## config.mk

```make
export PLATFORM = sky130hd
export DESIGN_NAME = degree_table
export DESIGN_NICKNAME = d
export VERILOG_FILES = /design/src/poly_pkg.sv /design/src/degree_table.sv
export SDC_FILE = /design/constraint.sdc
export NUM_CORES = 1
export LEC_CHECK = 0
export BUFFER_PORTS_ARGS = -buffer_cell sky130_fd_sc_hd__buf_2
export CELL_PAD_IN_SITES_DETAIL_PLACEMENT = 0
export CELL_PAD_IN_SITES_GLOBAL_PLACEMENT = 2
export CORE_MARGIN = 5
export CORE_UTILIZATION = 28
export DETAILED_ROUTE_END_ITERATION = 16
export HOLD_SLACK_MARGIN = 0.06
export PLACE_DENSITY_LB_ADDON = 0.1
export SKIP_LAST_GASP = 1
export SYNTH_ARGS = -nofsm -noshare
export SYNTH_HDL_FRONTEND = slang
export SYNTH_SLANG_ARGS = --single-unit
export TNS_END_PERCENT = 5
```

## constraint.sdc

```tcl
create_clock -name clk -period 1.9 [get_ports clk]
set_input_delay 0.38 -clock clk [delete_from_list [all_inputs] [get_ports clk]]
set_output_delay 0.38 -clock clk [all_outputs]
set_load 0.03 [all_outputs]
```

## src/poly_pkg.sv

```systemverilog
package poly_pkg;

   // Coefficient and token widths
   localparam int WORD_W = 16;
   localparam int TOKEN_W = 32;

   // Data FIFO and data RAM depth
   localparam int BUF_DEPTH = 64;
   localparam int BUF_AW = $clog2(BUF_DEPTH);

   // Slot geometry of the coefficient store
   localparam int N_SLOTS = 8;
   localparam int SLOT_W = $clog2(N_SLOTS);
   localparam int MAX_DEGREE = 10;
   // degree 10 means eleven coefficients
   localparam int SLOT_WORDS = MAX_DEGREE + 1;
   localparam int STORE_DEPTH = N_SLOTS * SLOT_WORDS;
   localparam int STORE_AW = $clog2(STORE_DEPTH);

   // Wide enough for illegal degrees too
   localparam int DEG_W = 5;

   typedef logic [WORD_W-1:0] coef_t;
   typedef logic [TOKEN_W-1:0] token_t;

endpackage

```

## src/degree_table.sv

```systemverilog
`timescale 1ns/1ps

module degree_table
   import poly_pkg::*;
(
   input  logic              clk,
   input  logic              rst_n,
   input  logic              wr_en,
   input  logic [SLOT_W-1:0] wr_slot,
   input  logic [SLOT_W-1:0] rd_slot,
   input  logic [DEG_W-1:0]  wr_degree,
   output logic              valid
);

   // Degree per slot
   logic [DEG_W-1:0]   degrees [N_SLOTS];
   // Occupancy with one bit per slot
   logic [N_SLOTS-1:0] valid_bits;

   always_ff @(posedge clk)
   begin
      if (wr_en)
         degrees[wr_slot] <= wr_degree;
   end

   // All slots empty after reset
   always_ff @(posedge clk)
   begin
      if (!rst_n)
         valid_bits <= '0;
      else if (wr_en)
         valid_bits[wr_slot] <= 1'b1;
   end

   assign valid = valid_bits[rd_slot];

   // Only legal degrees ever get recorded
   a_legal_degree: assert property (@(posedge clk) disable iff (!rst_n)
      valid |-> degrees[rd_slot] <= MAX_DEGREE);

endmodule

```

==> impl_results.md <==
- Clock transition at path regs: 0.05 ns
- Worst setup EP type: output pin
- I/O pins: 15
- Synth cell types: 10
- Vias in the first global route: 330
- Crit path kind: reg -> out
- Status: completed
- Setup crit start kind: register
- Sequential share of the synthesized area: 44.0%
- Area of the multi-input gates: 196 sq um
- Final nets: 55
- Antenna Violating Nets Remaining: 0
- Port Buf Inserts: 9
- Post-CTS Setup Inserts: 0
- WL per Instance: 14.4 um
- First-pass DRT Iterations: 4
- Worst r2r dst: valid_bits[7]$_SDFFE_PN0P_
- Vias/cell: between 5 and 6
- Crit-path max cell delay: 0.48 ns
- CTS tree: done
- Drt initial violations: 9
- CTS Sinks: 8
- Post-synth top area share: 44.0%
- R2R cell count: 2
- Largest regs: valid_bits: 8 flops
- Dpl cell area: between 400 and 500 sq um
- Die Ht: between 40 and 50 um
- Final setup fails: 0
- Largest net degree at the start of global routing: 9
- Vias: 296
- Worst Slack Setup Final: 0.0513 ns
- Comb pwr share: 11.9%
- Later-pin clock latency in the skew report: 0.25 ns
- Max Cap Viol: 0
- Crit share post-route: 97.3%
- Post-Layout Cell Count: 54
- CP Cell Sequence: mux4_1 -> mux2_2 -> buf_6
- Initial core utilization: 28.7%
- Total CTS buffers: 3
- Hold Path Class: in -> reg
- Routability congestion estimate from global placement: 0.699
- Ant diodes: 0
- Synth area leader: dfxtp_1
- Leakage: 0.000190 uW
- FF-to-FF Start: valid_bits[7]$_SDFFE_PN0P_
- Synthesized area: 364 sq um
- Beginning of the critical path: valid_bits[6]$_SDFFE_PN0P_
- Seq. cell area: 160 sq um
- Dpl ws: 0.0365 ns
- Part of the power in registers: 51.6%
- DIE AREA: 2120 sq um
- Clock share of power: between 30% and 40%
- Max Fclk: 541 MHz
- PwrDens: 764 nW/um^2
- Final setup skew: 0 ns
- Worst EP required: ~1.5 ns
- Layout area overhead: 23.4%
- Cells after synthesis: 28
- Post-CTS Resized: 0
- GRT Total Usage: around 8.9%
- Syn_area_per_cell: between 10 and 15 sq um
- Net Sw Power: 75.5 uW
- Pins Over Slew Limit: 0
- Post-Route Setup TNS: 0 ns
- Worst rel slew slack: 81.7%
- Mapped Nets: 42
- First-pass GRT wire length: 1.32 mm
- Core box area: 1270 sq um
- FILL cells: 145
- Critical path's slowest cell: mux4_1
- Hold buffers post-CTS: 0
- YS warnings: 0
- End point of the critical path: valid
- Biggest register: valid_bits
- H-tree depth: 1
- Clock root buffer: clkbuf_4
- Sw Share: 22.0%
- Total Routed Length: 778 um
- DRC errors left: 0
- Die Span X: between 40 and 50 um
- Worst-Margin Slew: 0.271 ns
- Share of cells above drive strength 1: 35.9%
- Initial antenna violation count: 0
- Unrepaired setup endpoints after global routing: false
- Grt total ovfl: 0
- Peak supply drop: 0.000243 V
- Maximum clock path buffer count: 2
- Max reg flops: 8
- Minimum clock period: 1.85 ns
- Crit path DAT: 1.47 ns
- P_int: 268 uW
- Flop-to-flop setup slack: 1.27 ns
- Fin. Hold Viols: 0
- Final instance area: 449 sq um
- Hold WS: ~0.43 ns
- FF+latch count, synth: 8
- Max FO, Critical Path: 2
- Synth area leaders: dfxtp_1 44%, mux4_1 14%, o21a_1 14%
- Num rows: 13
- Inst Count DP: 51
==> power groups by stage <==
stage | Sequential, uW | Combinational (uW) | Clock (uW)
after floorplan | 179 | 20.6 | 0
after global placement | 180 | 37.3 | 0
after detailed placement | 180 | 39.5 | 0
after CTS | 177 | 39.6 | 130
after global routing | 177 | 44.7 | 138
final | 177 | 40.8 | 125
==> synthesized netlist by cell type, drive strengths merged <==
cell type	number
mux4	2
nor2b	1
o21a	7
buf	1
nor4b	1
nor4bb	3
a41oi	1
and4b	3
dfxtp	8
mux2	1
==> stage by stage <==
step	util, %	total power [uW]
floorplan	-	200
global placement	33.4	217
detailed placement	33.4	220
CTS	35.2	347
global route	35.4	360
finish	35.4	343
==> layer usage <==
metal | track usage [%] | vias up | share of wire (%) | wire length, um
met5 | 0 | - | 0 | 0
met4 | 6.82 | 0 | 1.9 | 15
met3 | 3.13 | 2 | 9.8 | 76
met2 | 12.9 | 12 | 44 | 340
met1 | 10.7 | 144 | 44 | 346
li1 | - | 138 | - | -
==> final cells by class <==
cell class                 instances  area share (%)
clock buffer                       3            5.01
sequential                         8            35.7
timing repair buffer               9            11.4
multi-input combinational         19            43.7
tap                               15            4.18
==> layout by cell type (no fill, tap or decap) <==
cell	instances
mux4_2	1
nor2b_1	1
mux4_1	1
dfxtp_1	8
buf_6	1
nor4bb_1	3
nor4b_1	1
a41oi_1	1
clkbuf_4	3
mux2_2	1
o21a_1	7
and4b_1	3
buf_2	8
==> worst min-delay path by stage <==
stage	slack (ns)	from	depth (start not counted)	endpoint
global route	0.43	rst_n	2	valid_bits[0]$_SDFFE_PN0P_
CTS	0.42	rst_n	2	valid_bits[0]$_SDFFE_PN0P_
global placement	0.44	valid_bits[5]$_SDFFE_PN0P_	1	valid_bits[5]$_SDFFE_PN0P_
floorplan	0.43	valid_bits[6]$_SDFFE_PN0P_	1	valid_bits[6]$_SDFFE_PN0P_
finish	0.43	rst_n	2	valid_bits[0]$_SDFFE_PN0P_
detailed placement	0.45	valid_bits[4]$_SDFFE_PN0P_	1	valid_bits[4]$_SDFFE_PN0P_
==> worst max-delay path: cells and delay by family (launching register included) <==
family | cells | cell delay (ns)
mux | 2 | 0.77
flops | 1 | 0.31
buf+inv | 1 | 0.14
==> logic make-up (layout without fill, tap and decap cells) <==
kind of cell | Yosys count | in the layout | share of synthesized area [%]
muxes | 3 | 3 | 17.5
DFF | 8 | 8 | 44.0
AOI/OAI and AO/OA | 8 | 8 | 16.8
buffers and inverters | 1 | 12 | 1.03
and+or+nand+nor | 8 | 8 | 20.6
Power figures use the tool's default switching activity.
