[src/poly_pkg.sv]
package poly_pkg;

   // Coefficient and token widths
   localparam int WORD_W = 16;
   localparam int TOKEN_W = 32;

   // Data FIFO and data RAM depth
   localparam int BUF_DEPTH = 64;
   localparam int BUF_AW = $clog2(BUF_DEPTH);

   // Slot geometry of the coefficient store
   localparam int N_SLOTS = 8;
   localparam int SLOT_W = $clog2(N_SLOTS);
   localparam int MAX_DEGREE = 10;
   // degree 10 means eleven coefficients
   localparam int SLOT_WORDS = MAX_DEGREE + 1;
   localparam int STORE_DEPTH = N_SLOTS * SLOT_WORDS;
   localparam int STORE_AW = $clog2(STORE_DEPTH);

   // Wide enough for illegal degrees too
   localparam int DEG_W = 5;

   typedef logic [WORD_W-1:0] coef_t;
   typedef logic [TOKEN_W-1:0] token_t;

endpackage

[src/token_fifo.sv]
`timescale 1ns/1ps

module token_fifo
   import poly_pkg::*;
#(
   parameter type payload_t = coef_t
)
(
   input  logic            clk,
   input  logic            rst_n,
   input  logic            wr_en,
   input  logic            rd_en,
   input  payload_t        din,
   output payload_t        dout,
   output logic [BUF_AW:0] count,
   output logic [BUF_AW:0] free
);

   // Circular buffer storage
   payload_t          mem [BUF_DEPTH];
   logic [BUF_AW-1:0] wr_ptr;
   logic [BUF_AW-1:0] rd_ptr;
   logic              do_wr;
   logic              do_rd;

   // Writes to a full FIFO and reads of an empty one do nothing
   assign do_wr = wr_en && (count != (BUF_AW+1)'(BUF_DEPTH));
   assign do_rd = rd_en && (count != '0);

   // Head visible without waiting for the edge
   assign dout = mem[rd_ptr];
   assign free = (BUF_AW+1)'(BUF_DEPTH) - count;

   always_ff @(posedge clk)
   begin
      if (do_wr)
         mem[wr_ptr] <= din;
   end

   // Pointers and population
   always_ff @(posedge clk)
   begin
      if (!rst_n)
      begin
         wr_ptr <= '0;
         rd_ptr <= '0;
         count  <= '0;
      end
      else
      begin
         if (do_wr)
            wr_ptr <= wr_ptr + 1'b1;
         if (do_rd)
            rd_ptr <= rd_ptr + 1'b1;
         // Simultaneous push and pop leaves count alone
         if (do_wr && !do_rd)
            count <= count + 1'b1;
         else if (do_rd && !do_wr)
            count <= count - 1'b1;
      end
   end

   // Producer must respect the free count
   a_no_overflow: assert property (@(posedge clk) disable iff (!rst_n)
      wr_en |-> count != (BUF_AW+1)'(BUF_DEPTH));
   // Consumer must respect the population
   a_no_underflow: assert property (@(posedge clk) disable iff (!rst_n)
      rd_en |-> count != '0);

endmodule

[config.mk]
export PLATFORM = sky130hd
export DESIGN_NAME = token_fifo
export DESIGN_NICKNAME = d
export VERILOG_FILES = /design/src/poly_pkg.sv /design/src/token_fifo.sv
export SDC_FILE = /design/constraint.sdc
export NUM_CORES = 1
export LEC_CHECK = 0
export BUFFER_PORTS_ARGS = -buffer_cell sky130_fd_sc_hd__buf_4
export CAP_MARGIN = 30
export CORE_MARGIN = 2
export CORE_UTILIZATION = 44
export DETAILED_ROUTE_END_ITERATION = 8
export HOLD_SLACK_MARGIN = 0.15
export PLACE_DENSITY = 0.69
export SLEW_MARGIN = 20
export SYNTH_ARGS = -nofsm -noshare
export SYNTH_HDL_FRONTEND = slang
export SYNTH_SLANG_ARGS = --single-unit
[constraint.sdc]
create_clock -name clk -period 3.42 [get_ports clk]
set_input_delay 0.171 -clock clk [delete_from_list [all_inputs] [get_ports clk]]
set_output_delay 0.171 -clock clk [all_outputs]
set_load 0.03 [all_outputs]
==> results of run 1 <==
state kept, by name, indices dropped and copies added, names as in the netlist, named ones only:
name and count:
mem 1024, count 7, rd_ptr 6, wr_ptr 6
kinds of logic after synthesis:
| group | Yosys count | synth area share [%] |
|---|---|---|
| DFF | 1049 | 76.6 |
| muxes | 356 | 15.9 |
| and+or+nand+nor | 207 | 2.46 |
| AOI/OAI and AO/OA | 162 | 2.81 |
| buffers and inverters | 111 | 1.55 |
| xor gates and xnor gates | 17 | 0.365 |
| adders and majority gates | 10 | 0.325 |
timing repair:
action	in CTS	in global routing
cloned	8	1
pin swaps	5	7
setup buffers	12	24
endpoints found under the setup margin	16	18
endpoints found under the hold margin	970	0
gates resized for setup	41	32
hold buffers	18	0
cells in the mapped netlist (5+ instances only):
master    count  area [um^2]
a22oi_1       5         37.5
dfxtp_1      25          500
o21ai_0      28          140
nand2_1      24         90.1
a211oi_1     22          165
and3_1       10         62.6
and2_1       13         81.3
mux2_2       49          552
o22ai_1      43          269
nor3_1       10         50.1
edfxtp_1   1024        30700
xnor2_1      13          114
nand3_1      13         65.1
o221ai_1      7         61.3
mux2i_1      82          821
o31ai_1       5         37.5
buf_2        32          160
mux4_1       11          289
ha_1          9          113
buf_4        12         90.1
a221oi_1     28          245
inv_1         8         30.0
buf_6        14          158
clkbuf_1     27          101
buf_1        14         52.6
nor2b_1      12         75.1
nand2b_1      8         50.1
mux4_2      214         4820
nor2_1       94          353
per-layer routing:
metal,share of wire [%],routed length [um],up-vias,track usage (%)
met1,41,39100,10880,28.4
met5,0,0,-,0
li1,-,-,8502,-
met3,8.2,7880,147,3.31
met4,2.4,2340,0,5.41
met2,48,46400,955,32.7
layout by cell type, fill, tap and decap left out, drive strengths merged, types with 10 or more instances in the layout:
master,netlist,layout
edfxtp,1024,1024
mux4,225,225
buf,74,214
clkbuf,27,124
nor2,94,94
mux2i,82,82
mux2,49,49
clkinv,0,45
o22ai,43,43
o21ai,29,29
a221oi,28,28
dfxtp,25,25
nand2,24,24
a211oi,22,22
dlygate4sd3,0,18
bufinv,0,14
xnor2,13,13
and2,13,13
nand3,13,13
inv,10,13
nor2b,12,12
and3,10,10
nor3,10,10
layout make-up:
class / count / area [um^2]
tap: 1243 / 1560
clock buffer: 123 / 2670
multi-input combinational: 752 / 9090
inverter: 10 / 40.0
clock inverter: 64 / 667
sequential: 1049 / 31300
timing repair buffer: 236 / 2300
fill: 6961 / 44200
worst max-delay path: stages (launching register included):
cell and delay (ps):
dfxtp_4 370, buf_6 140, buf_12 140, buf_16 150, buf_4 160, mux4_2 330
mux2i_1 110, a221oi_1 740, and3_1 300, buf_4 170
path summary, 6_finish.rpt:
check,depth (start not counted),end,startpoint,slack [ps]
setup / recovery,9,dout[13],flop,-50
hold / removal,5,wr_ptr[1],wr_en,210
setup reg to reg,13,count[5],count[1],200
hold reg to reg,2,count[6],count[6],510
metrics by stage:
stage	instances	hold WS, ps
after floorplan	1912	270
after global placement	3228	491
after detailed placement	3228	490
after CTS	3453	175
after global routing	3477	230
final	3477	209
power by group:
part / internal, mW / leakage (nW) / switching, mW / total (mW)
sequential: 14.2 / 9.42 / 0.102 / 14.3
combinational: 3.02 / 4.03 / 3.23 / 6.25
clock: 6.60 / 1.64 / 4.64 / 11.2
total: 23.9 / 15.1 / 7.97 / 31.8
==> out/metrics.cfg, run 1 <==
[run_status]
status=finished, violations left
violations=negative setup slack

[sta]
setup_viol=1
relSlewSlack_pct=38.5
finalMaxSlewViolations=0
finalSetupTns_ps=-49.0
worstMarginPinSlew_ps=920
min_period_ps=3470
layout_setup_ws_ps=-49.0
min_period_over_period_pct=101
fmax_ghz=0.288
hold_violations=0
clock_skew_ps=22.9
rsz0062_at_grt=yes

[cells_and_area]
final_util_pct=51.8
diodes=0
drive_above_1_share_pct=30.1
syn2layout_area_growth_pct=16.6
nets=2180
final_area_um2=47600

[place]
numPortBuffers=49
pre_cts_ws_ps=129
place.gp.congestion=0.839
place_area_um2=43200
dp_hpwl_um=53700

[clock_tree]
cts.sinks=1049
cts-root-buf=clkbuf_16
clock_path_buffers=3
numCtsBuffers=101
path_clk_slew_ps=60
htree_levels=3
clk_latency_ps=660
cts_tree=yes

[synth]
yosys_warnings=0
synth-seq-cells=1049
syn_inst=1912
synth_cell_types=62
ys.flop_type=edfxtp_1
synth_edf_count=1024
synthesis.nets=1942
syn_area_per_cell_um2=21.3
syn-cell-area_um2=40800
async_flop_share_pct=0
ys_seq_area_share_pct=76.6

[power_and_ir_drop]
p_leak_nw=15.1
p_total_mw=31.8
p_per_area_nw_per_um2=669
ir_worst_vdd_uv=736

[floorplan]
die_h_um=309
num_io_pins=50
coreArea_um2=91800
rows=111
start_util_pct=44.4
die_w_um=309
die_area_um2=95200

[setup_path]
path_max_fanout=8
endpoint_kind=primary output
worst_ep_arrival_time_ps=3300
critPathRequiredTime_ps=3250
startpoint_type=flop
path_class=flop to primary output

[routing]
vias=20484
routedWlPerCell_um=27.5
postRouteAntennaNets=0
dr.pass1.iters=7
routed_wl_um=95700
initialDrtViolationCount=2639
drc=0
vias_per_cell=5.89

[global_route]
first_global_vias=20542
grt_pass1_wl_um=140000
grt_max_degree=65
grtUsageTotal_pct=20.1
grt_overflow_total=0
antenna_found_initial=2

[hold_path]
min_path_type=input pin to flop

[run]
cap_violations=0

(Power assumes the default switching activity.)
==> inputs of run 2 (changes only) <==
ABC_AREA = 1   (was not set)
==> run 2 against run 1 <==
The run now ends clean. Synthesized cell count up 92%. Combinational power up 16%. Critical path depth up 1. Clock skew up 8.9 ps. Core utilization down 2.0 points. Worst hold slack worse by 56 ps. Non-clock buffer count down 44. Largest cell class unchanged.
==> out/metrics.cfg, run 2 <==
[global_route]
grt_overflow_total=0
first_global_vias=26358
grt_pass1_wl_um=163000
grtUsageTotal_pct=21.6
antenna_found_initial=0
grt_max_degree=136

[hold_path]
worstHoldStart=din[9]
min_path_type=input pin to flop

[place]
numPortBuffers=49
place.gp.congestion=0.898
place_area_um2=44700
dp_hpwl_um=59300
pre_cts_ws_ps=531

[power_and_ir_drop]
switching_power_mw=10.1
p_clk_share_pct=34.1
ir_worst_vdd_uv=647
p_leak_nw=17.4
p_per_area_nw_per_um2=679
intPower_mw=22.7
p_seq_share_pct=43.8
p_comb_share_pct=22.1
switching_share_pct=30.7

[synth]
synth_most_common_cell=nand2_1
synth_edf_count=1024
yosys.area.top_type=edfxtp_1
synth-seq-cells=1049
yosys.area.top_type_share_pct=71.2
ys.flop_type=edfxtp_1
async_flop_share_pct=0
netlist_top_cells_count=1331 x nand2_1, 1024 x edfxtp_1, 881 x nand3_1
syn_area_per_cell_um2=11.8
synth_cell_types=29
ys_seq_area_share_pct=72.3
synthTopCellsByArea=edfxtp_1 71%, nand2_1 12%, nand3_1 10%
yosys_warnings=0
syn_inst=3663
synthesis.nets=3693
syn-cell-area_um2=43200

[routing]
postRouteAntennaNets=0
initialDrtViolationCount=3576
routedWlPerCell_um=21.6
routed_wl_um=110000
vias_per_cell=5.54
dr.pass1.iters=5
vias=28276
drc=0

[sta]
clock_skew_ps=31.7
min_period_over_period_pct=97.0
min_period_ps=3320
finalMaxSlewViolations=0
rsz0062_at_grt=no
layout_setup_ws_ps=103
finalSetupTns_ps=0
setup_viol=0
fmax_ghz=0.301
worstMarginPinSlew_ps=938
hold_violations=0
relSlewSlack_pct=37.5

[cells_and_area]
syn2layout_area_growth_pct=11.9
multi_input_comb_area_um2=10200
drive_above_1_share_pct=9.15
mostFrequentLayoutCells=1331 x nand2_1, 1024 x edfxtp_1, 881 x nand3_1
ff_latch_area_um2=31300
largest_reg_flops=1024
final_area_um2=48300
final_util_pct=49.8
nFillCells=8316
final_common_cell=nand2_1
top_regs=mem: 1024 flops, count: 7 flops
nets=3766
top_register=mem

[setup_path]
worstPathCellList=inv_8 > buf_4 > nand3_1 > nand3_1 > nand2_1 > nand2_1 > nand3_1 > nand3_1 > nand2_1 > buf_4
startpoint_type=flop
worst_ep_arrival_time_ps=3150
path_class=flop to primary output
crit_slowest_cell=buf_4
cp_top_family=buffers and inverters
critPathMostFrequentCell=nand3_1
r2r_start=count[0]
crit_buf_inv=3
slowest_delay_ps=470
critPathRequiredTime_ps=3250
endpoint_kind=primary output
path_max_fanout=66

[clock_tree]
cts.sinks=1049
cts_tree=yes
cts-root-buf=clkbuf_16
numCtsBuffers=104
htree_levels=3
clock_path_buffers=3
clk_latency_ps=690
path_clk_slew_ps=60

[floorplan]
die_h_um=317
start_util_pct=44.5
rows=114
die_w_um=317
coreArea_um2=97000
num_io_pins=50
die_area_um2=101000

[run_status]
status=finished, final reports clean

[run]
cap_violations=0

## run 2: cell count changes after synthesis, moves of 21 or more
cell,before,now
a211oi_1,22,0
a221oi_1,28,0
buf_2,32,76
buf_4,12,49
buf_6,14,60
inv_1,8,29
mux2_2,49,0
mux2i_1,82,0
mux4_2,214,0
nand2_1,24,1331
nand3_1,13,881
nor2_1,94,69
o22ai_1,43,0
## run 2: worst paths after layout
| check | endpoint | slack, ps | depth (start not counted) |
|---|---|---|---|
| max | dout[0] | 100 | 10 |
| min | mem[58][9] | 150 | 1 |
| max reg2reg | count[3] | 490 | 15 |
| min reg2reg | flop | 530 | 2 |
## run 2: final cells by class
cell class,instances,area share [%]
Timing Repair Buffer,192,3.52
Sequential cell,1049,64.7
Inverter,33,0.331
Tap cell,1276,3.30
Multi-Input combinational cell,2355,21.2
Timing Repair inverter,1,0.0233
Antenna cell,1,0.00518
Clock buffer,129,5.67
Clock inverter,66,1.23
## run 2: cell families (layout without fill, tap and decap cells)
kind of cell | Yosys count | in the layout | synth area share [%]
xor+xnor | 15 | 15 | 0.304
buf+inv | 259 | 421 | 3.96
simple gates | 2295 | 2295 | 22.6
other cells | 0 | 1 | 0
compound gates | 35 | 35 | 0.472
flops | 1049 | 1049 | 72.3
fa+ha+maj | 10 | 10 | 0.307
## run 2: through the flow
step	instances	hold slack, ps	total power, mW
after global routing	5101	174	34.1
after CTS	5094	150	32.8
after global placement	4881	485	21.6
after detailed placement	4881	489	21.7
after floorplan	3663	270	19.7
final	5102	153	32.8
## run 2: timing repair
action                                  CTS  global route
gates resized for setup                   0             5
endpoints found under the setup margin    1            14
gates cloned                              0             1
buffers inserted                          1             6
hold buffers                             17             0
endpoints found under the hold margin   418             0
## run 2: worst reg2reg max path, delay by kind of cell, from the launching register on
kind / cells / cell delay [ps]
AOI/OAI and AO/OA: 3 / 650
DFF: 1 / 390
adders and majority gates: 3 / 830
buffers and inverters: 3 / 320
and+or+nand+nor: 5 / 490
xor gates and xnor gates: 1 / 140
## run 2: layer usage
metal,global-route usage (%),wire (um),up-vias,share of wire (%)
li1,-,-,13007,-
met1,31.0,45000,13669,41
met2,33.7,50900,1413,46
met3,3.83,11300,187,10
met4,6.97,3040,0,2.8
met5,0,0,-,0
## run 2: power groups by stage
stage / logic (mW) / registers (mW) / clock network [mW]
3_5_place_dp: 7.02 / 14.7 / 0
5_1_grt: 7.92 / 14.4 / 11.8
6_report: 7.25 / 14.3 / 11.2
3_3_place_gp: 6.94 / 14.6 / 0
4_1_cts: 7.10 / 14.4 / 11.3
2_1_floorplan: 5.03 / 14.7 / 0
