### src/poly_pkg.sv
package poly_pkg;

   // Coefficient and token widths
   localparam int WORD_W = 16;
   localparam int TOKEN_W = 32;

   // Data FIFO and data RAM depth
   localparam int BUF_DEPTH = 64;
   localparam int BUF_AW = $clog2(BUF_DEPTH);

   // Slot geometry of the coefficient store
   localparam int N_SLOTS = 8;
   localparam int SLOT_W = $clog2(N_SLOTS);
   localparam int MAX_DEGREE = 10;
   // degree 10 means eleven coefficients
   localparam int SLOT_WORDS = MAX_DEGREE + 1;
   localparam int STORE_DEPTH = N_SLOTS * SLOT_WORDS;
   localparam int STORE_AW = $clog2(STORE_DEPTH);

   // Wide enough for illegal degrees too
   localparam int DEG_W = 5;

   typedef logic [WORD_W-1:0] coef_t;
   typedef logic [TOKEN_W-1:0] token_t;

endpackage

### src/ram_if.sv
`timescale 1ns/1ps

interface ram_if
   import poly_pkg::*;
#(
   parameter int AW = BUF_AW
);

   // Write port
   logic          wr_en;
   logic [AW-1:0] wr_addr;
   coef_t         wr_data;

   // Read port with q one cycle behind rd_en
   logic          rd_en;
   logic [AW-1:0] rd_addr;
   coef_t         q;

   modport writer (output wr_en, wr_addr, wr_data);
   modport reader (output rd_en, rd_addr, input q);
   // RAM side
   modport mem (input wr_en, wr_addr, wr_data, rd_en, rd_addr, output q);

endinterface

### src/mem_ctrl.sv
`timescale 1ns/1ps

module mem_ctrl
   import poly_pkg::*;
(
   input  logic              clk,
   input  logic              rst_n,
   input  logic [BUF_AW:0]   fifo_count,
   input  coef_t             fifo_dout,
   output logic              fifo_rd_en,
   ram_if.writer             ram,
   output logic [BUF_AW-1:0] load_ptr
);

   // Drain one word per cycle while the FIFO holds anything
   assign fifo_rd_en = (fifo_count != '0);

   // FIFO head goes straight into the RAM in the same cycle
   assign ram.wr_en   = fifo_rd_en;
   assign ram.wr_addr = load_ptr;
   assign ram.wr_data = fifo_dout;

   // Load pointer
   // Next free RAM word wrapping modulo BUF_DEPTH
   always_ff @(posedge clk)
   begin
      if (!rst_n)
         load_ptr <= '0;
      else if (fifo_rd_en)
         load_ptr <= load_ptr + 1'b1;
   end

endmodule

### src/flat_wrapper.sv
// flat-port wrapper written by rule: the top's interface ports become plain ports
module mem_ctrl_flat import poly_pkg::*;
  (clk, rst_n, fifo_count, fifo_dout, fifo_rd_en, load_ptr, ram_wr_en, ram_wr_addr, ram_wr_data);
  ram_if ram_i ();
  input  logic clk;
  input  logic rst_n;
  input  logic [BUF_AW:0] fifo_count;
  input  coef_t fifo_dout;
  output logic fifo_rd_en;
  output logic [BUF_AW-1:0] load_ptr;
  output wire logic [$bits(ram_i.wr_en)-1:0] ram_wr_en;
  output wire logic [$bits(ram_i.wr_addr)-1:0] ram_wr_addr;
  output wire logic [$bits(ram_i.wr_data)-1:0] ram_wr_data;
  assign ram_wr_en = ram_i.wr_en;
  assign ram_wr_addr = ram_i.wr_addr;
  assign ram_wr_data = ram_i.wr_data;
  mem_ctrl u_core (.clk(clk), .rst_n(rst_n), .fifo_count(fifo_count), .fifo_dout(fifo_dout), .fifo_rd_en(fifo_rd_en), .ram(ram_i), .load_ptr(load_ptr));
endmodule
### config.mk
export PLATFORM = sky130hd
export DESIGN_NAME = mem_ctrl_flat
export DESIGN_NICKNAME = d
export VERILOG_FILES = /design/src/poly_pkg.sv /design/src/ram_if.sv /design/src/mem_ctrl.sv /design/src/flat_wrapper.sv
export SDC_FILE = /design/constraint.sdc
export NUM_CORES = 1
export LEC_CHECK = 0
export BUFFER_PORTS_ARGS = -buffer_cell sky130_fd_sc_hd__clkbuf_2
export CAP_MARGIN = 20
export CORE_MARGIN = 5
export CORE_UTILIZATION = 36
export DETAILED_ROUTE_END_ITERATION = 10
export PLACE_DENSITY = 0.81
export SLEW_MARGIN = 15
export SYNTH_ARGS = -nofsm -noshare
export SYNTH_HDL_FRONTEND = slang
export SYNTH_SLANG_ARGS = --single-unit
### constraint.sdc
create_clock -name clk -period 2.1 [get_ports clk]
set_input_delay 0.21 -clock clk [delete_from_list [all_inputs] [get_ports clk]]
set_output_delay 0.21 -clock clk [all_outputs]
set_load 0.005 [all_outputs]
==> metrics.txt, run 1 <==
# nets final 92; buffer count from post-CTS setup fixing 0; critical path launch point fifo_count[2]; met1 wire length 375 um; Syn-to-layout area delta -4.93%; register area share after synthesis between 20% and 30%; Post-Synth Simple-Gate Area between 20% and 30%; Startpoint Class input port; Starting Density 38.6%; HP Class input port to flip-flop; CTS Hold Buffers Added 0; met2 WL 443 um; Power Dens Cells 574 nW/um^2; final-report hold violation count 0; Slew Limit Headroom 58.0%; Pins Over Slew Limit 0; die height about 48 um; Iteration-0 DRC Markers 9; total track usage between 10% and 20%; layout cells sized above 1 between 40% and 50%; syn_area_per_cell 8.06 sq um; GPL Wtd Cong about 0.75; Fin Clk Skew 0.00268 ns; Worst-Skew Late Latency 0.25 ns; ys async rst share 0%; Crit path arrival time about 1.1 ns; count leader, synth buf_4; largest registers u_core.load_ptr x6; Root Driver clkbuf_4; Main synth FF type dfxtp_1; 1st-pass router iterations 4; flip-flop count of the largest register after layout 6; Post-route DRC 0; Yosys top cell area share 34.0%; Core Rows 13; Worst-Margin Slew 0.625 ns; Clock Sinks 6; reg2reg setup slack 0.92 ns; crit path capture type output port; synth unique cells 19; H-tree depth 1; f_max approximately 750 MHz; Synth Warn # 0; outcome completed; Met3 Routed Length around 170 um; max cap viols 0; Leak 0.000226 uW; Worst R2R Path Depth 4; crit path max fanout 6; first-pass GRT wire length 1560 um; FF+latch count, synth 6; RSZ-0062 raised after global routing no; DR WL/cell 12.9 um; net count after synthesis 89; Reg with most FFs u_core.load_ptr; vias in the first global route 332; R2R Path Start u_core.load_ptr[0]; Reg-to-Reg End u_core.load_ptr[4]; WP data required 1.89 ns; WS Path Type input port to output port; via count about 380; largest net degree at the start of global routing 10; area occupied by multi-input gates 204 sq um; antenna cells 0; die area around 2300 sq um; Routed WL approximately 1000 um; number of flops mapped to enable cells by yosys 0; minimum clock period 1.34 ns; Remaining Overflow, GRT 0; IO Pins 55; post-route cell area 483 sq um; Setup TNS 0 ns; Post-Synth Adder-Cell Area under 10%; crit path capture fifo_rd_en; FILL cells ~150; FF+latch area 120 sq um; Gate Count Post-Synth 63; area fraction in compound gates after synthesis 8.62%; maximum VDD drop around 370 uV; Commonest cells post-synth buf_4, dfxtp_1, nand2_1; final cell count without fillers 79; die width roughly 48 um; mux cell area share after synthesis just under 8%; CTS buffer count 3; Port-buffer cells 22; Cells after DPL 76; XOR/XNOR share of the synthesized area 0%; Tcrit/Tclk final 63.6%; placed cell areas roughly 460 sq um; post-cts resize count 0; Final setup viols 0; synth top area cells buf_4, dfxtp_1, mux2i_1; post-route ant nets 0; register clock-pin slew on the reported worst setup and hold paths roughly 0.05 ns; post-synth top area cell buf_4; maximum clock insertion buffer count 2; largest family of logic cells by synthesized area buffers and inverters; CORE AREA between 1000 and 1500 sq um; routed vias/inst 4.85; initial antenna violation count 0; CTS tree built; Top Metal Used met4; Post-Syn Area 508 sq um
critical path: stages:
cell and delay [ns]:
clkbuf_2 0.10, nor4_2 0.54, nand2_1 0.13, clkbuf_2 0.14
final cells by class:
class	count	area share, %
multi-input cells	31	42.2
inverters	2	1.55
well taps	15	3.89
flip-flops and latches	6	24.9
clock buffers	3	4.66
repair buffers	22	22.8
report_power, final:
group | switching (uW) | internal [uW] | leakage, uW
Clock | 44.9 | 64.9 | 0.0000138
Sequential | 7.87 | 119 | 0.0000490
Combinational | 20.3 | 20.0 | 0.000163
metal layers:
metal	global-route usage, %	vias up
met5	0	-
met4	6.99	0
met3	8.65	9
met2	15.0	17
met1	10.1	165
li1	-	192
cells by family after synthesis:
| family | count (synthesis) |
|---|---|
| compound gates | 7 |
| flops | 6 |
| mux | 4 |
| fa+ha+maj | 1 |
| buf+inv | 26 |
| simple gates | 19 |
placed cells by master (no fill, tap or decap), types with 2 or more instances in the layout:
cell type  instances
a21oi_1            3
clkbuf_2          22
clkbuf_4           3
dfxtp_1            6
inv_1              2
mux2i_1            4
nand2_1            6
nand2b_1           3
nand3_1            3
nor3_1             3
worst min path at each step:
stage	from	to	slack (ns)	cells past startpoint
2_1_floorplan	fifo_count[6]	u_core.load_ptr[1]	0.42	3
3_3_place_gp	fifo_dout[0]	ram_wr_data[0]	0.42	0
3_5_place_dp	fifo_dout[0]	ram_wr_data[0]	0.42	0
4_1_cts	rst_n	u_core.load_ptr[1]	0.29	3
5_1_grt	rst_n	u_core.load_ptr[1]	0.31	3
6_report	rst_n	u_core.load_ptr[1]	0.30	3
metrics by stage:
step	setup slack (ns)	power (uW)	hold slack [ns]	utilization, %
4_1_cts	0.773	283	0.289	36.7
6_report	0.764	277	0.298	36.7
3_5_place_dp	0.768	170	0.420	34.9
5_1_grt	0.671	296	0.309	36.7
2_1_floorplan	0.957	178	0.420	-
3_3_place_gp	0.842	169	0.420	34.9
(Power assumes the default switching activity.)
==> inputs of run 2 (changes only) <==
--- a/config.mk
+++ b/config.mk
@@ -8,9 +8,9 @@
 export BUFFER_PORTS_ARGS = -buffer_cell sky130_fd_sc_hd__clkbuf_2
 export CAP_MARGIN = 20
 export CORE_MARGIN = 5
-export CORE_UTILIZATION = 36
+export CORE_UTILIZATION = 30
 export DETAILED_ROUTE_END_ITERATION = 10
-export PLACE_DENSITY = 0.81
+export PLACE_DENSITY = 0.72
 export SLEW_MARGIN = 15
 export SYNTH_ARGS = -nofsm -noshare
 export SYNTH_HDL_FRONTEND = slang
==> constraint.sdc (replaced) <==
create_clock -name clk -period 1.18 [get_ports clk]
set_input_delay 0.118 -clock clk [delete_from_list [all_inputs] [get_ports clk]]
set_output_delay 0.118 -clock clk [all_outputs]
set_load 0.005 [all_outputs]
==> run 2 against run 1 <==
Effect of this change:
- cell count increased by 7.6%
- non-clock buffer count up 5
- register-to-register slack got worse by 0.86 ns
- clock skew fell by 0.0026 ns
- hold slack worse by 0.091 ns
- largest cell class unchanged
- highest routed layer is now met3
==> metrics.txt, run 2 (synthesized netlist as in run 1, its figures left out) <==
outcome completed; Slew Limit Headroom 81.8% (+24 points); Worst-Margin Slew 0.270 ns (-0.354 ns); Crit path arrival time 1.30 ns (+0.17 ns); worst stage delay on the critical path 0.38 ns (-0.16 ns); H-tree depth 1 (unchanged); layout cells sized above 1 49.3% (+5.5 points); Root Driver clkbuf_4; maximum VDD drop 437 uV (+17%); Comb power frac 17.9% (+3.4 points); FF+latch area 121 sq um (+1.0%); Sw Share 24.9% (-1.4 points); CTS Hold Buffers Added 0 (unchanged); total power 499 uW (+80%); Tcrit/Tclk final 95.3%; post-cts resize count 0 (unchanged); Setup TNS 0 ns (unchanged); Clock power frac 37.0% (-2.6 points); max cap viols 0 (unchanged); RSZ-0062 raised after global routing no; via count 410 (+7.0%); Place WS 0.00163 ns (-0.766 ns); Final setup viols 0 (unchanged); first-pass GRT wire length 1530 um (-1.8%); minimum clock period 1.12 ns; Pins Over Slew Limit 0 (unchanged); f_max 889 MHz; Core Rows 14 (+1); placed cell areas 499 sq um (+8.4%); CTS tree built; critical path buffer and inverter count 0 (-2); cell-internal power 375 uW (+84%); CORE AREA 1560 sq um (+18%); Remaining Overflow, GRT 0 (unchanged); Clock Sinks 6 (unchanged); largest net degree at the start of global routing 10 (unchanged); WS Path Type flip-flop to flip-flop; post-route ant nets 0 (unchanged); vias in the first global route 353 (+6.3%); register clock-pin slew on the reported worst setup and hold paths 0.04 ns (about the same); final-report hold violation count 0 (unchanged); crit path capture type flip-flop; dpl hpwl 868 um; FILL cells 167 (+14%); CTS buffer count 3 (unchanged); crit path max fanout 4 (-2); # nets final 97 (+5.4%); Psw 125 uW (+70%); die width 51.2 um (+7.5%); Cells after DPL 82 (+7.9%); die height 51.2 um (+7.5%); 1st-pass router iterations 4 (unchanged); Top Metal Used met3; Post-route DRC 0 (unchanged); largest registers u_core.load_ptr x6; delay-heaviest family, CP flip-flops; DR WL/cell 12.1 um (-6.1%); most frequent cells in the layout clkbuf_2, nand2_1, buf_4, dfxtp_1, mux2i_1; antenna cells 0 (unchanged); maximum clock insertion buffer count 2 (unchanged); post-route cell area 523 sq um (+8.3%); die area 2620 sq um (+16%); Reg with most FFs u_core.load_ptr; buffer count from post-CTS setup fixing 0 (unchanged); Routed WL 1030 um (+0.98%); final cell count without fillers 85 (+7.6%); Port-buffer cells 22 (unchanged); routed vias/inst 4.82 (-0.51%); met2 WL 545 um (+23%); Power Dens Cells 955 nW/um^2 (+66%); initial antenna violation count 0 (unchanged); area occupied by multi-input gates 204 sq um (unchanged); CP max stage cell dfxtp_1; Fin Clk Skew 0.000103 ns (-0.00258 ns); Worst-Skew Late Latency 0.24 ns (about the same); Starting Density 32.6% (-6.0 points); Leak 0.000252 uW (+12%); worst path cell trace ha_1 -> nand3_1 -> a21oi_1 -> mux2i_1; leading cell type in the layout, fill and taps excluded clkbuf_2; IO Pins 55 (unchanged); flip-flop count of the largest register after layout 6 (unchanged); GPL Wtd Cong 0.797 (+5.9%); Met3 Routed Length 118 um (-29%); WP data required 1.35 ns (-0.54 ns); Startpoint Class flip-flop; total track usage 7.77% (-2.7 points); met1 wire length 365 um (-2.7%); final worst setup slack 0.0554 ns (-0.709 ns); HP Class input port to flip-flop; Syn-to-layout area delta 2.96%; Reg power frac 45.1% (-0.8 points); Iteration-0 DRC Markers 9 (unchanged)
run 2: per-layer routing:
| layer | vias up | track usage, % |
|---|---|---|
| li1 | 206 | - |
| met2 | 18 | 14.6 |
| met1 | 186 | 6.71 |
| met3 | 0 | 4.94 |
| met4 | 0 | 2.24 |
| met5 | - | 0 |
run 2: path summary, 6_finish.rpt:
kind                      start                  to  slack, ns  cells after the start
max          u_core.load_ptr[1]  u_core.load_ptr[4]       0.06                      4
min                       rst_n  u_core.load_ptr[1]       0.21                      3
max reg2reg  u_core.load_ptr[1]  u_core.load_ptr[4]       0.06                      4
min reg2reg  u_core.load_ptr[5]  u_core.load_ptr[5]       0.49                      2
run 2: final cells by class:
class | count | share of cell area, %
clock buffer | 3 | 4.31
inverter | 2 | 1.44
multi-input combinational | 31 | 39.0
sequential | 6 | 23.2
tap | 16 | 3.83
timing repair buffer | 27 | 28.2
run 2: per-stage QoR:
stage | hold slack, ns | utilization [%]
4_1_cts | 0.200 | 33.5
3_5_place_dp | 0.236 | 32.0
2_1_floorplan | 0.317 | -
5_1_grt | 0.233 | 33.5
3_3_place_gp | 0.236 | 32.0
6_report | 0.207 | 33.5
run 2: worst register-to-register path: stages, from the launching register on:
cell	delay (ns)
dfxtp_1	0.38
ha_1	0.22
nand3_1	0.08
a21oi_1	0.18
mux2i_1	0.20
run 2: power by group through the flow:
stage	clock network [uW]	logic [uW]	registers [uW]
after floorplan	0	89.0	228
after global placement	0	86.7	227
after detailed placement	0	89.7	228
after CTS	197	90.3	224
after global routing	201	100	226
final	185	89.6	225
