===== config.mk =====
export PLATFORM = sky130hd
export DESIGN_NAME = coef_ram_flat
export DESIGN_NICKNAME = d
export VERILOG_FILES = /design/src/poly_pkg.sv /design/src/ram_if.sv /design/src/coef_ram.sv /design/src/flat_wrapper.sv
export SDC_FILE = /design/constraint.sdc
export NUM_CORES = 1
export LEC_CHECK = 0
export BUFFER_PORTS_ARGS = -buffer_cell sky130_fd_sc_hd__clkbuf_2
export CORE_MARGIN = 5
export CORE_UTILIZATION = 51
export DETAILED_ROUTE_END_ITERATION = 8
export HOLD_SLACK_MARGIN = 0.1
export PLACE_DENSITY = 0.67
export REMOVE_ABC_BUFFERS = 1
export SETUP_SLACK_MARGIN = 0.4
export SYNTH_ARGS = -nofsm -noshare
export SYNTH_HDL_FRONTEND = slang
export SYNTH_SLANG_ARGS = --single-unit

===== constraint.sdc =====
create_clock -name clk -period 3.1 [get_ports clk]
set_clock_uncertainty 0.2 [all_clocks]
set_input_delay 0.155 -clock clk [delete_from_list [all_inputs] [get_ports clk]]
set_output_delay 0.155 -clock clk [all_outputs]
set_load 0.01 [all_outputs]

===== src/poly_pkg.sv =====
package poly_pkg;

   // Coefficient and token widths
   localparam int WORD_W = 16;
   localparam int TOKEN_W = 32;

   // Data FIFO and data RAM depth
   localparam int BUF_DEPTH = 64;
   localparam int BUF_AW = $clog2(BUF_DEPTH);

   // Slot geometry of the coefficient store
   localparam int N_SLOTS = 8;
   localparam int SLOT_W = $clog2(N_SLOTS);
   localparam int MAX_DEGREE = 10;
   // degree 10 means eleven coefficients
   localparam int SLOT_WORDS = MAX_DEGREE + 1;
   localparam int STORE_DEPTH = N_SLOTS * SLOT_WORDS;
   localparam int STORE_AW = $clog2(STORE_DEPTH);

   // Wide enough for illegal degrees too
   localparam int DEG_W = 5;

   typedef logic [WORD_W-1:0] coef_t;
   typedef logic [TOKEN_W-1:0] token_t;

endpackage


===== src/ram_if.sv =====
`timescale 1ns/1ps

interface ram_if
   import poly_pkg::*;
#(
   parameter int AW = BUF_AW
);

   // Write port
   logic          wr_en;
   logic [AW-1:0] wr_addr;
   coef_t         wr_data;

   // Read port with q one cycle behind rd_en
   logic          rd_en;
   logic [AW-1:0] rd_addr;
   coef_t         q;

   modport writer (output wr_en, wr_addr, wr_data);
   modport reader (output rd_en, rd_addr, input q);
   // RAM side
   modport mem (input wr_en, wr_addr, wr_data, rd_en, rd_addr, output q);

endinterface


===== src/coef_ram.sv =====
`timescale 1ns/1ps

module coef_ram
   import poly_pkg::*;
#(
   parameter int DEPTH = BUF_DEPTH
)
(
   input  logic clk,
   ram_if.mem   bus
);

   // Word array
   coef_t mem [DEPTH];

   always_ff @(posedge clk)
   begin
      // Plain write
      if (bus.wr_en)
         mem[bus.wr_addr] <= bus.wr_data;
      // Registered read with q valid the cycle after rd_en
      if (bus.rd_en)
         bus.q <= mem[bus.rd_addr];
   end

   // Store depth is not a power of two
   a_wr_in_range: assert property (@(posedge clk)
      bus.wr_en |-> bus.wr_addr < DEPTH);

endmodule


===== src/flat_wrapper.sv =====
// flat-port wrapper written by rule: the top's interface ports become plain ports
module coef_ram_flat import poly_pkg::*;
#(
   parameter int DEPTH = BUF_DEPTH
)
  (clk, bus_wr_en, bus_wr_addr, bus_wr_data, bus_rd_en, bus_rd_addr, bus_q);
  ram_if bus_i ();
  input  logic clk;
  input wire logic [$bits(bus_i.wr_en)-1:0] bus_wr_en;
  input wire logic [$bits(bus_i.wr_addr)-1:0] bus_wr_addr;
  input wire logic [$bits(bus_i.wr_data)-1:0] bus_wr_data;
  input wire logic [$bits(bus_i.rd_en)-1:0] bus_rd_en;
  input wire logic [$bits(bus_i.rd_addr)-1:0] bus_rd_addr;
  output wire logic [$bits(bus_i.q)-1:0] bus_q;
  assign bus_i.wr_en = bus_wr_en;
  assign bus_i.wr_addr = bus_wr_addr;
  assign bus_i.wr_data = bus_wr_data;
  assign bus_i.rd_en = bus_rd_en;
  assign bus_i.rd_addr = bus_rd_addr;
  assign bus_q = bus_i.q;
  coef_ram #(.DEPTH(DEPTH)) u_core (.clk(clk), .bus(bus_i));
endmodule

==> results of run 1 <==
## path summary, 6_finish.rpt
path                 startpoint  cells past startpoint           endpoint
max reg2reg   u_core.mem[5][11]                      5   u_core.bus.q[11]
min              bus_wr_data[1]                      1  u_core.mem[61][1]
min reg2reg  u_core.mem[11][10]                      3   u_core.bus.q[10]
max              bus_rd_addr[0]                      8   u_core.bus.q[14]
## layer usage
| metal | up-vias | global-route usage | wire [um] |
|---|---|---|---|
| met5 | - | 0.00814 | 66 |
| met4 | 4 | 0.0833 | 3400 |
| met3 | 178 | 0.0665 | 10300 |
| met2 | 1098 | 0.361 | 46000 |
| met1 | 10488 | 0.328 | 38100 |
| li1 | 8207 | - | - |
## metrics by stage
stage / utilization / instance area (um2)
final: 0.589 / 45600
after global routing: 0.589 / 45600
after CTS: 0.588 / 45600
after detailed placement: 0.546 / 42300
after global placement: 0.546 / 42300
after floorplan: - / 39200
## synth_stat cells
cell type / n
edfxtp_1: 1040
mux4_2: 194
mux2i_1: 88
nor2_1: 76
o22ai_1: 74
a211oi_1: 37
clkbuf_1: 35
nand2_1: 28
buf_2: 26
a22oi_1: 24
mux4_1: 22
a21oi_1: 19
buf_6: 19
nor3_1: 16
buf_4: 13
nand3_1: 9
nor2b_1: 9
a22o_1: 8
and4b_1: 8
o221ai_1: 8
nand2b_1: 7
nand3b_1: 7
nor4_1: 6
nand4_1: 5
or4_1: 5
a211oi_2: 3
and3_1: 3
buf_12: 3
nor4b_1: 3
or2_2: 2
or3_1: 2
and2_1: 1
and3b_1: 1
buf_1: 1
buf_8: 1
clkbuf_2: 1
inv_1: 1
nand4b_1: 1
or3b_2: 1
## kinds of logic (layout without fill, tap and decap cells)
logic type / after synthesis / after routing
compound gates: 173 / 173
buf+inv: 100 / 426
flops: 1040 / 1040
mux: 304 / 304
other cells: 0 / 6
simple gates: 190 / 190
## sequential cells by signal (all words and copies together) (netlist names)
register	cells
u_core.mem	1024
u_core.bus.q	16
## area by class of cell
type,count,area [um2]
sequential,1040,31200
inverter,1,3.75
clock inverter,45,417
tap,1040,1300
fill,5469,31800
antenna,6,15.0
clock buffer,132,2640
timing repair buffer,248,2000
multi-input combinational,667,8030
## critical path: stages
cell	delay, ns
dlygate4sd3_1	0.56
buf_8	0.29
buf_12	0.21
buf_12	0.19
mux4_2	0.52
o22ai_1	0.50
or4_1	0.31
a211oi_1	0.07
## what timing repair did
item | in CTS | in global routing
hold buffers | 22 | 0
endpoints found under the setup margin | 0 | 11
hold endpoints to repair | 511 | 0
resized for setup | 0 | 9
## report_power, final
group / internal (uW) / total (uW) / switching [uW] / leakage, uW
logic: 550 / 1470 / 922 / 0.00383
registers: 15600 / 15700 / 53.4 / 0.00937
clock network: 6490 / 11500 / 4980 / 0.00149
total: 22600 / 28600 / 5950 / 0.0147
==> impl_metrics.csv, run 1 <==
group,metric,value,unit
outcome,run_status,"completed",
timing,drv_slew,0,
clock_network,cts.clk_slew.worst_paths,0.06,ns
timing,slew-limit-headroom,0.142,
detailed_routing,totalWireLength,97900,um
synthesis,ys_top_cells_by_area,"edfxtp_1, mux4_2, mux2i_1",
run,maxCapViolations,0,
synthesis,synth_top_family_by_area,"multiplexers",
clock_network,worst_skew_pair_latency,0.66,ns
clock_network,cts.sink_count,1040,
placement,place.detailed.instances,2974,
detailed_routing,dr.pass1.iters,5,
global_routing,grt_use_total,0.235,
synthesis,synthDominantAreaCellType,"edfxtp_1",
placement,preCtsSetupSlack,-0.109,ns
timing,period_needed,2.67,ns
global_routing,grt_max_degree,65,
synthesis,yosys.area_share.simple,0.0240,
timing,final.period_utilization,0.861,
timing,finalSetupViolCount,0,
power,finalPower,28600,uW
detailed_routing,drt_iter0_markers,2559,
timing,rsz_0062_raised_after_global_routing,"false",
floorplanning,core_area,77500,um2
worst_setup_path,timing.setup.critical_path_class,"in -> reg",
detailed_routing,routed-via-count,19975,
placement,gp_congestion,0.881,
synthesis,synth_area,39900,um2
clock_network,cts.path.max_buffers,3,
floorplanning,top_level_ports,47,
timing,setup-tns-final,0,ns
global_routing,vias_in_the_first_global_route,19978,
detailed_routing,wl_per_cell,30.8,um
global_routing,grt_pass1_wl,140000,um
synthesis,seq_area_frac_synth,0.783,
synthesis,yosys_register_bits,1040,
global_routing,grt_antenna_before_repair,11,
floorplanning,die_width,290,um
worst_setup_path,timing.critical_path.from_type,"primary input",
synthesis,synth_compound_gate_area_share,0.0299,
worst_setup_path,worstPathMaxFanout,20,
worst_setup_path,cp-end-kind,"register",
synthesis,synthCells,1807,
timing,finalHoldViolCount,0,
floorplanning,rows,102,
clock_network,cts.repair_timing.setup_buffer_count,0,
timing,worst_hold_slack,0.172,ns
clock_network,h-tree-depth,3,
synthesis,yosys.area.top_type_share,0.783,
detailed_routing,ant_nets,0,
power,p_per_cell_area,627,nW/um2
finish,synthToLayoutAreaGrowth,14.5,%
min_path,holdCritPathClass,"in -> reg",
finish,final_layout_size_suffix_gt1_frac,0.263,
synthesis,yosys.area_share.adder,0,
power,vdd_drop_max,0.432,mV
finish,final_cells,3179,
floorplanning,total_die_area,83900,um2
worst_setup_path,rrSetupSlack,0.61,ns
synthesis,syn-mean-instance-area,22.1,um2
synthesis,muxShareOfSynthArea,0.146,
floorplanning,die-height,290,um
worst_setup_path,cp.arrival,2.85,ns
power,total_leakage_power,0.0147,uW
finish,layout_commonest_cell,"edfxtp_1",
clock_network,cts-root-buf,"clkbuf_16",
floorplanning,floorplan.initialDensity,0.515,
global_routing,grt_remaining_overflow,0,
timing,maxClockFrequency,375,MHz
finish,final_cell_mix,"edfxtp_1, mux4_2, buf_4",
finish,final_net_count,2089,
clock_network,cts_inserted_buffers,100,
detailed_routing,detail_route.drc_violations,0,
clock_network,cts_tree,"done",
synthesis,synth.lib_cells_used.distinct,39,
timing,timing.final.ws_setup,0.432,ns
detailed_routing,via_per_inst,6.28,
timing,worst_pin_slew,1.29,ns
synthesis,synth-xor-area-share,0,
placement,numPortBuffers,46,
synthesis,yosysWarnings,0,
worst_setup_path,required_time_of_the_critical_path,3.29,ns
placement,detailed_place_hpwl,62100,um
No activity file was read; power rests on OpenSTA's default activity.
==> run 2, diff against run 1 <==
--- a/config.mk
+++ b/config.mk
@@ -6,6 +6,7 @@
 export NUM_CORES = 1
 export LEC_CHECK = 0
 export BUFFER_PORTS_ARGS = -buffer_cell sky130_fd_sc_hd__clkbuf_2
+export CORE_ASPECT_RATIO = 0.7
 export CORE_MARGIN = 5
 export CORE_UTILIZATION = 51
 export DETAILED_ROUTE_END_ITERATION = 8
==> run 2 against run 1 <==
  * Cell area fell by 0.95%
  * Setup slack worse by 0.010 ns
  * Register-to-register slack improved by 0.21 ns
  * Largest cell class unchanged
==> impl_metrics.csv, run 2 (synthesis gave the netlist of run 1 again) <==
group,metric,value,unit
outcome,run_status,"completed",
placement,numPortBuffers,46,
finish,regMostFlops,"u_core.mem",
timing,finalSetupViolCount,0,
worst_setup_path,cpPeakStageDelay,0.66,ns
power,total_leakage_power,0.0145,uW
timing,worst_pin_slew,1.16,ns
detailed_routing,routed-via-count,19592,
clock_network,cts_inserted_buffers,94,
clock_network,cts-root-buf,"clkbuf_16",
global_routing,grt_antenna_before_repair,7,
min_path,min_to,"u_core.mem[36][9]",
global_routing,vias_in_the_first_global_route,19618,
detailed_routing,totalWireLength,94100,um
floorplanning,core_area,77200,um2
detailed_routing,ant_nets,0,
detailed_routing,via_per_inst,6.23,
worst_setup_path,rrSetupSlack,0.82,ns
global_routing,grt_max_degree,65,
worst_setup_path,crit-reg2reg-launch,"u_core.mem[27][8]",
worst_setup_path,worst_r2r_path_depth,6,
detailed_routing,drt_iter0_markers,2252,
floorplanning,die-height,244,um
placement,detailed_place_hpwl,60200,um
placement,post_dp_cell_area,42200,um2
floorplanning,die_width,344,um
finish,layout_commonest_cell,"edfxtp_1",
detailed_routing,detail_route.drc_violations,0,
clock_network,cts_tree,"done",
timing,maxClockFrequency,373,MHz
floorplanning,total_die_area,84000,um2
worst_setup_path,worstReg2RegEnd,"u_core.bus.q[8]",
detailed_routing,dr.pass1.iters,5,
timing,setup-tns-final,0,ns
floorplanning,floorplan.initialDensity,0.516,
power,vdd_drop_max,0.556,mV
worst_setup_path,cp-end-kind,"register",
timing,final.period_utilization,0.864,
worst_setup_path,cp.arrival,2.80,ns
detailed_routing,wl_per_cell,29.9,um
clock_network,worst_skew_pair_latency,0.66,ns
finish,biggestRegsByFlops,"u_core.mem: 1024 flops, u_core.bus.q: 16 flops",
min_path,holdCritPathClass,"in -> reg",
finish,final_cell_mix,"edfxtp_1, mux4_2, buf_4",
finish,largest_reg_flops,1024,
timing,rsz_0062_raised_after_global_routing,"false",
worst_setup_path,timing.critical_path.slowest_stage_cell,"nand3_1",
finish,synthToLayoutAreaGrowth,13.4,%
placement,gp_congestion,0.892,
global_routing,grt_pass1_wl,137000,um
min_path,hold_depth,1,
finish,final_net_count,2058,
finish,final_layout_size_suffix_gt1_frac,0.255,
worst_setup_path,timing.setup.critical_path_class,"in -> reg",
worst_setup_path,timing.critical_path.from_type,"primary input",
clock_network,cts.path.max_buffers,3,
worst_setup_path,path_cells,"dlygate4sd3_1 > clkbuf_2 > nor2b_1 > nand3_1 > nor2_1 > buf_4",
timing,timing.final.ws_setup,0.422,ns
global_routing,grt_use_total,0.227,
worst_setup_path,required_time_of_the_critical_path,3.22,ns
run,maxCapViolations,0,
min_path,hold_path_startpoint,"bus_wr_data[9]",
clock_network,cts.sink_count,1040,
floorplanning,rows,85,
global_routing,grt_remaining_overflow,0,
timing,finalHoldViolCount,0,
timing,period_needed,2.68,ns
power,p_per_cell_area,618,nW/um2
timing,drv_slew,0,
clock_network,cts.clk_slew.worst_paths,0.06,ns
floorplanning,top_level_ports,47,
clock_network,h-tree-depth,3,
finish,postLayoutCellArea,45200,um2
timing,slew-limit-headroom,0.228,
placement,preCtsSetupSlack,0.347,ns
worst_setup_path,worstPathMaxFanout,13,
[run 2: cell count changes in the layout (fill, tap and decap cells not counted), sizes merged]
cell,before,now
buf,182,163
clkbuf,176,165
diode,6,1
dlygate4sd3,21,16
clkinvlp,0,3
bufinv,6,4
clkinv,36,38
inv,4,2
dlymetal6s4s,1,0
[run 2: final cells by class]
| cell class | count | area [um2] |
|---|---|---|
| clock inverters | 46 | 322 |
| flip-flops and latches | 1040 | 31200 |
| well taps | 1044 | 1310 |
| clock buffers | 121 | 2520 |
| diodes | 1 | 2.50 |
| multi-input cells | 667 | 8000 |
| inverters | 1 | 3.75 |
| repair buffers | 223 | 1830 |
| fillers | 5539 | 32000 |
[run 2: worst max-delay path by stage]
stage | start | endpoint | slack [ns] | depth (start not counted)
CTS | bus_wr_en | u_core.mem[62][14] | 0.54 | 6
global route | bus_wr_en | u_core.mem[46][11] | 0.49 | 6
floorplan | bus_wr_addr[5] | u_core.mem[48][0] | 0.82 | 3
detailed placement | bus_rd_addr[1] | u_core.bus.q[4] | 0.35 | 7
finish | bus_wr_en | u_core.mem[46][11] | 0.42 | 6
global placement | bus_rd_addr[1] | u_core.bus.q[4] | 0.34 | 7
[run 2: metrics by stage]
step,cells,hold WS [ns],total power (uW),utilization
after floorplan,1708,0.0539,16500,-
final,3143,0.124,28000,0.585
after detailed placement,2959,0.390,17400,0.547
after CTS,3142,0.104,28200,0.585
after global placement,2959,0.390,17300,0.547
after global routing,3142,0.157,28900,0.585
[run 2: power breakdown]
part / switching (uW) / leakage, uW / internal [uW]
Combinational: 889 / 0.00370 / 532
Sequential: 45.3 / 0.00937 / 15600
Clock: 4850 / 0.00139 / 6050
Total: 5780 / 0.0145 / 22200
[run 2: routing by layer]
metal	wire length (um)	global-route usage
met2	42300	0.331
met1	39300	0.343
met3	9690	0.0611
met5	38	0
met4	2720	0.0629
[run 2: critical path: cells and delay by family]
family                 cells  cell delay [ns]
buffers and inverters      3             1.07
and+or+nand+nor            3             1.56
[run 2: what timing repair did]
item	CTS	global route
endpoints found under the hold margin	417	0
buffers inserted	0	0
setup endpoints to repair	0	13
hold buffers	16	0
gates resized for setup	0	1
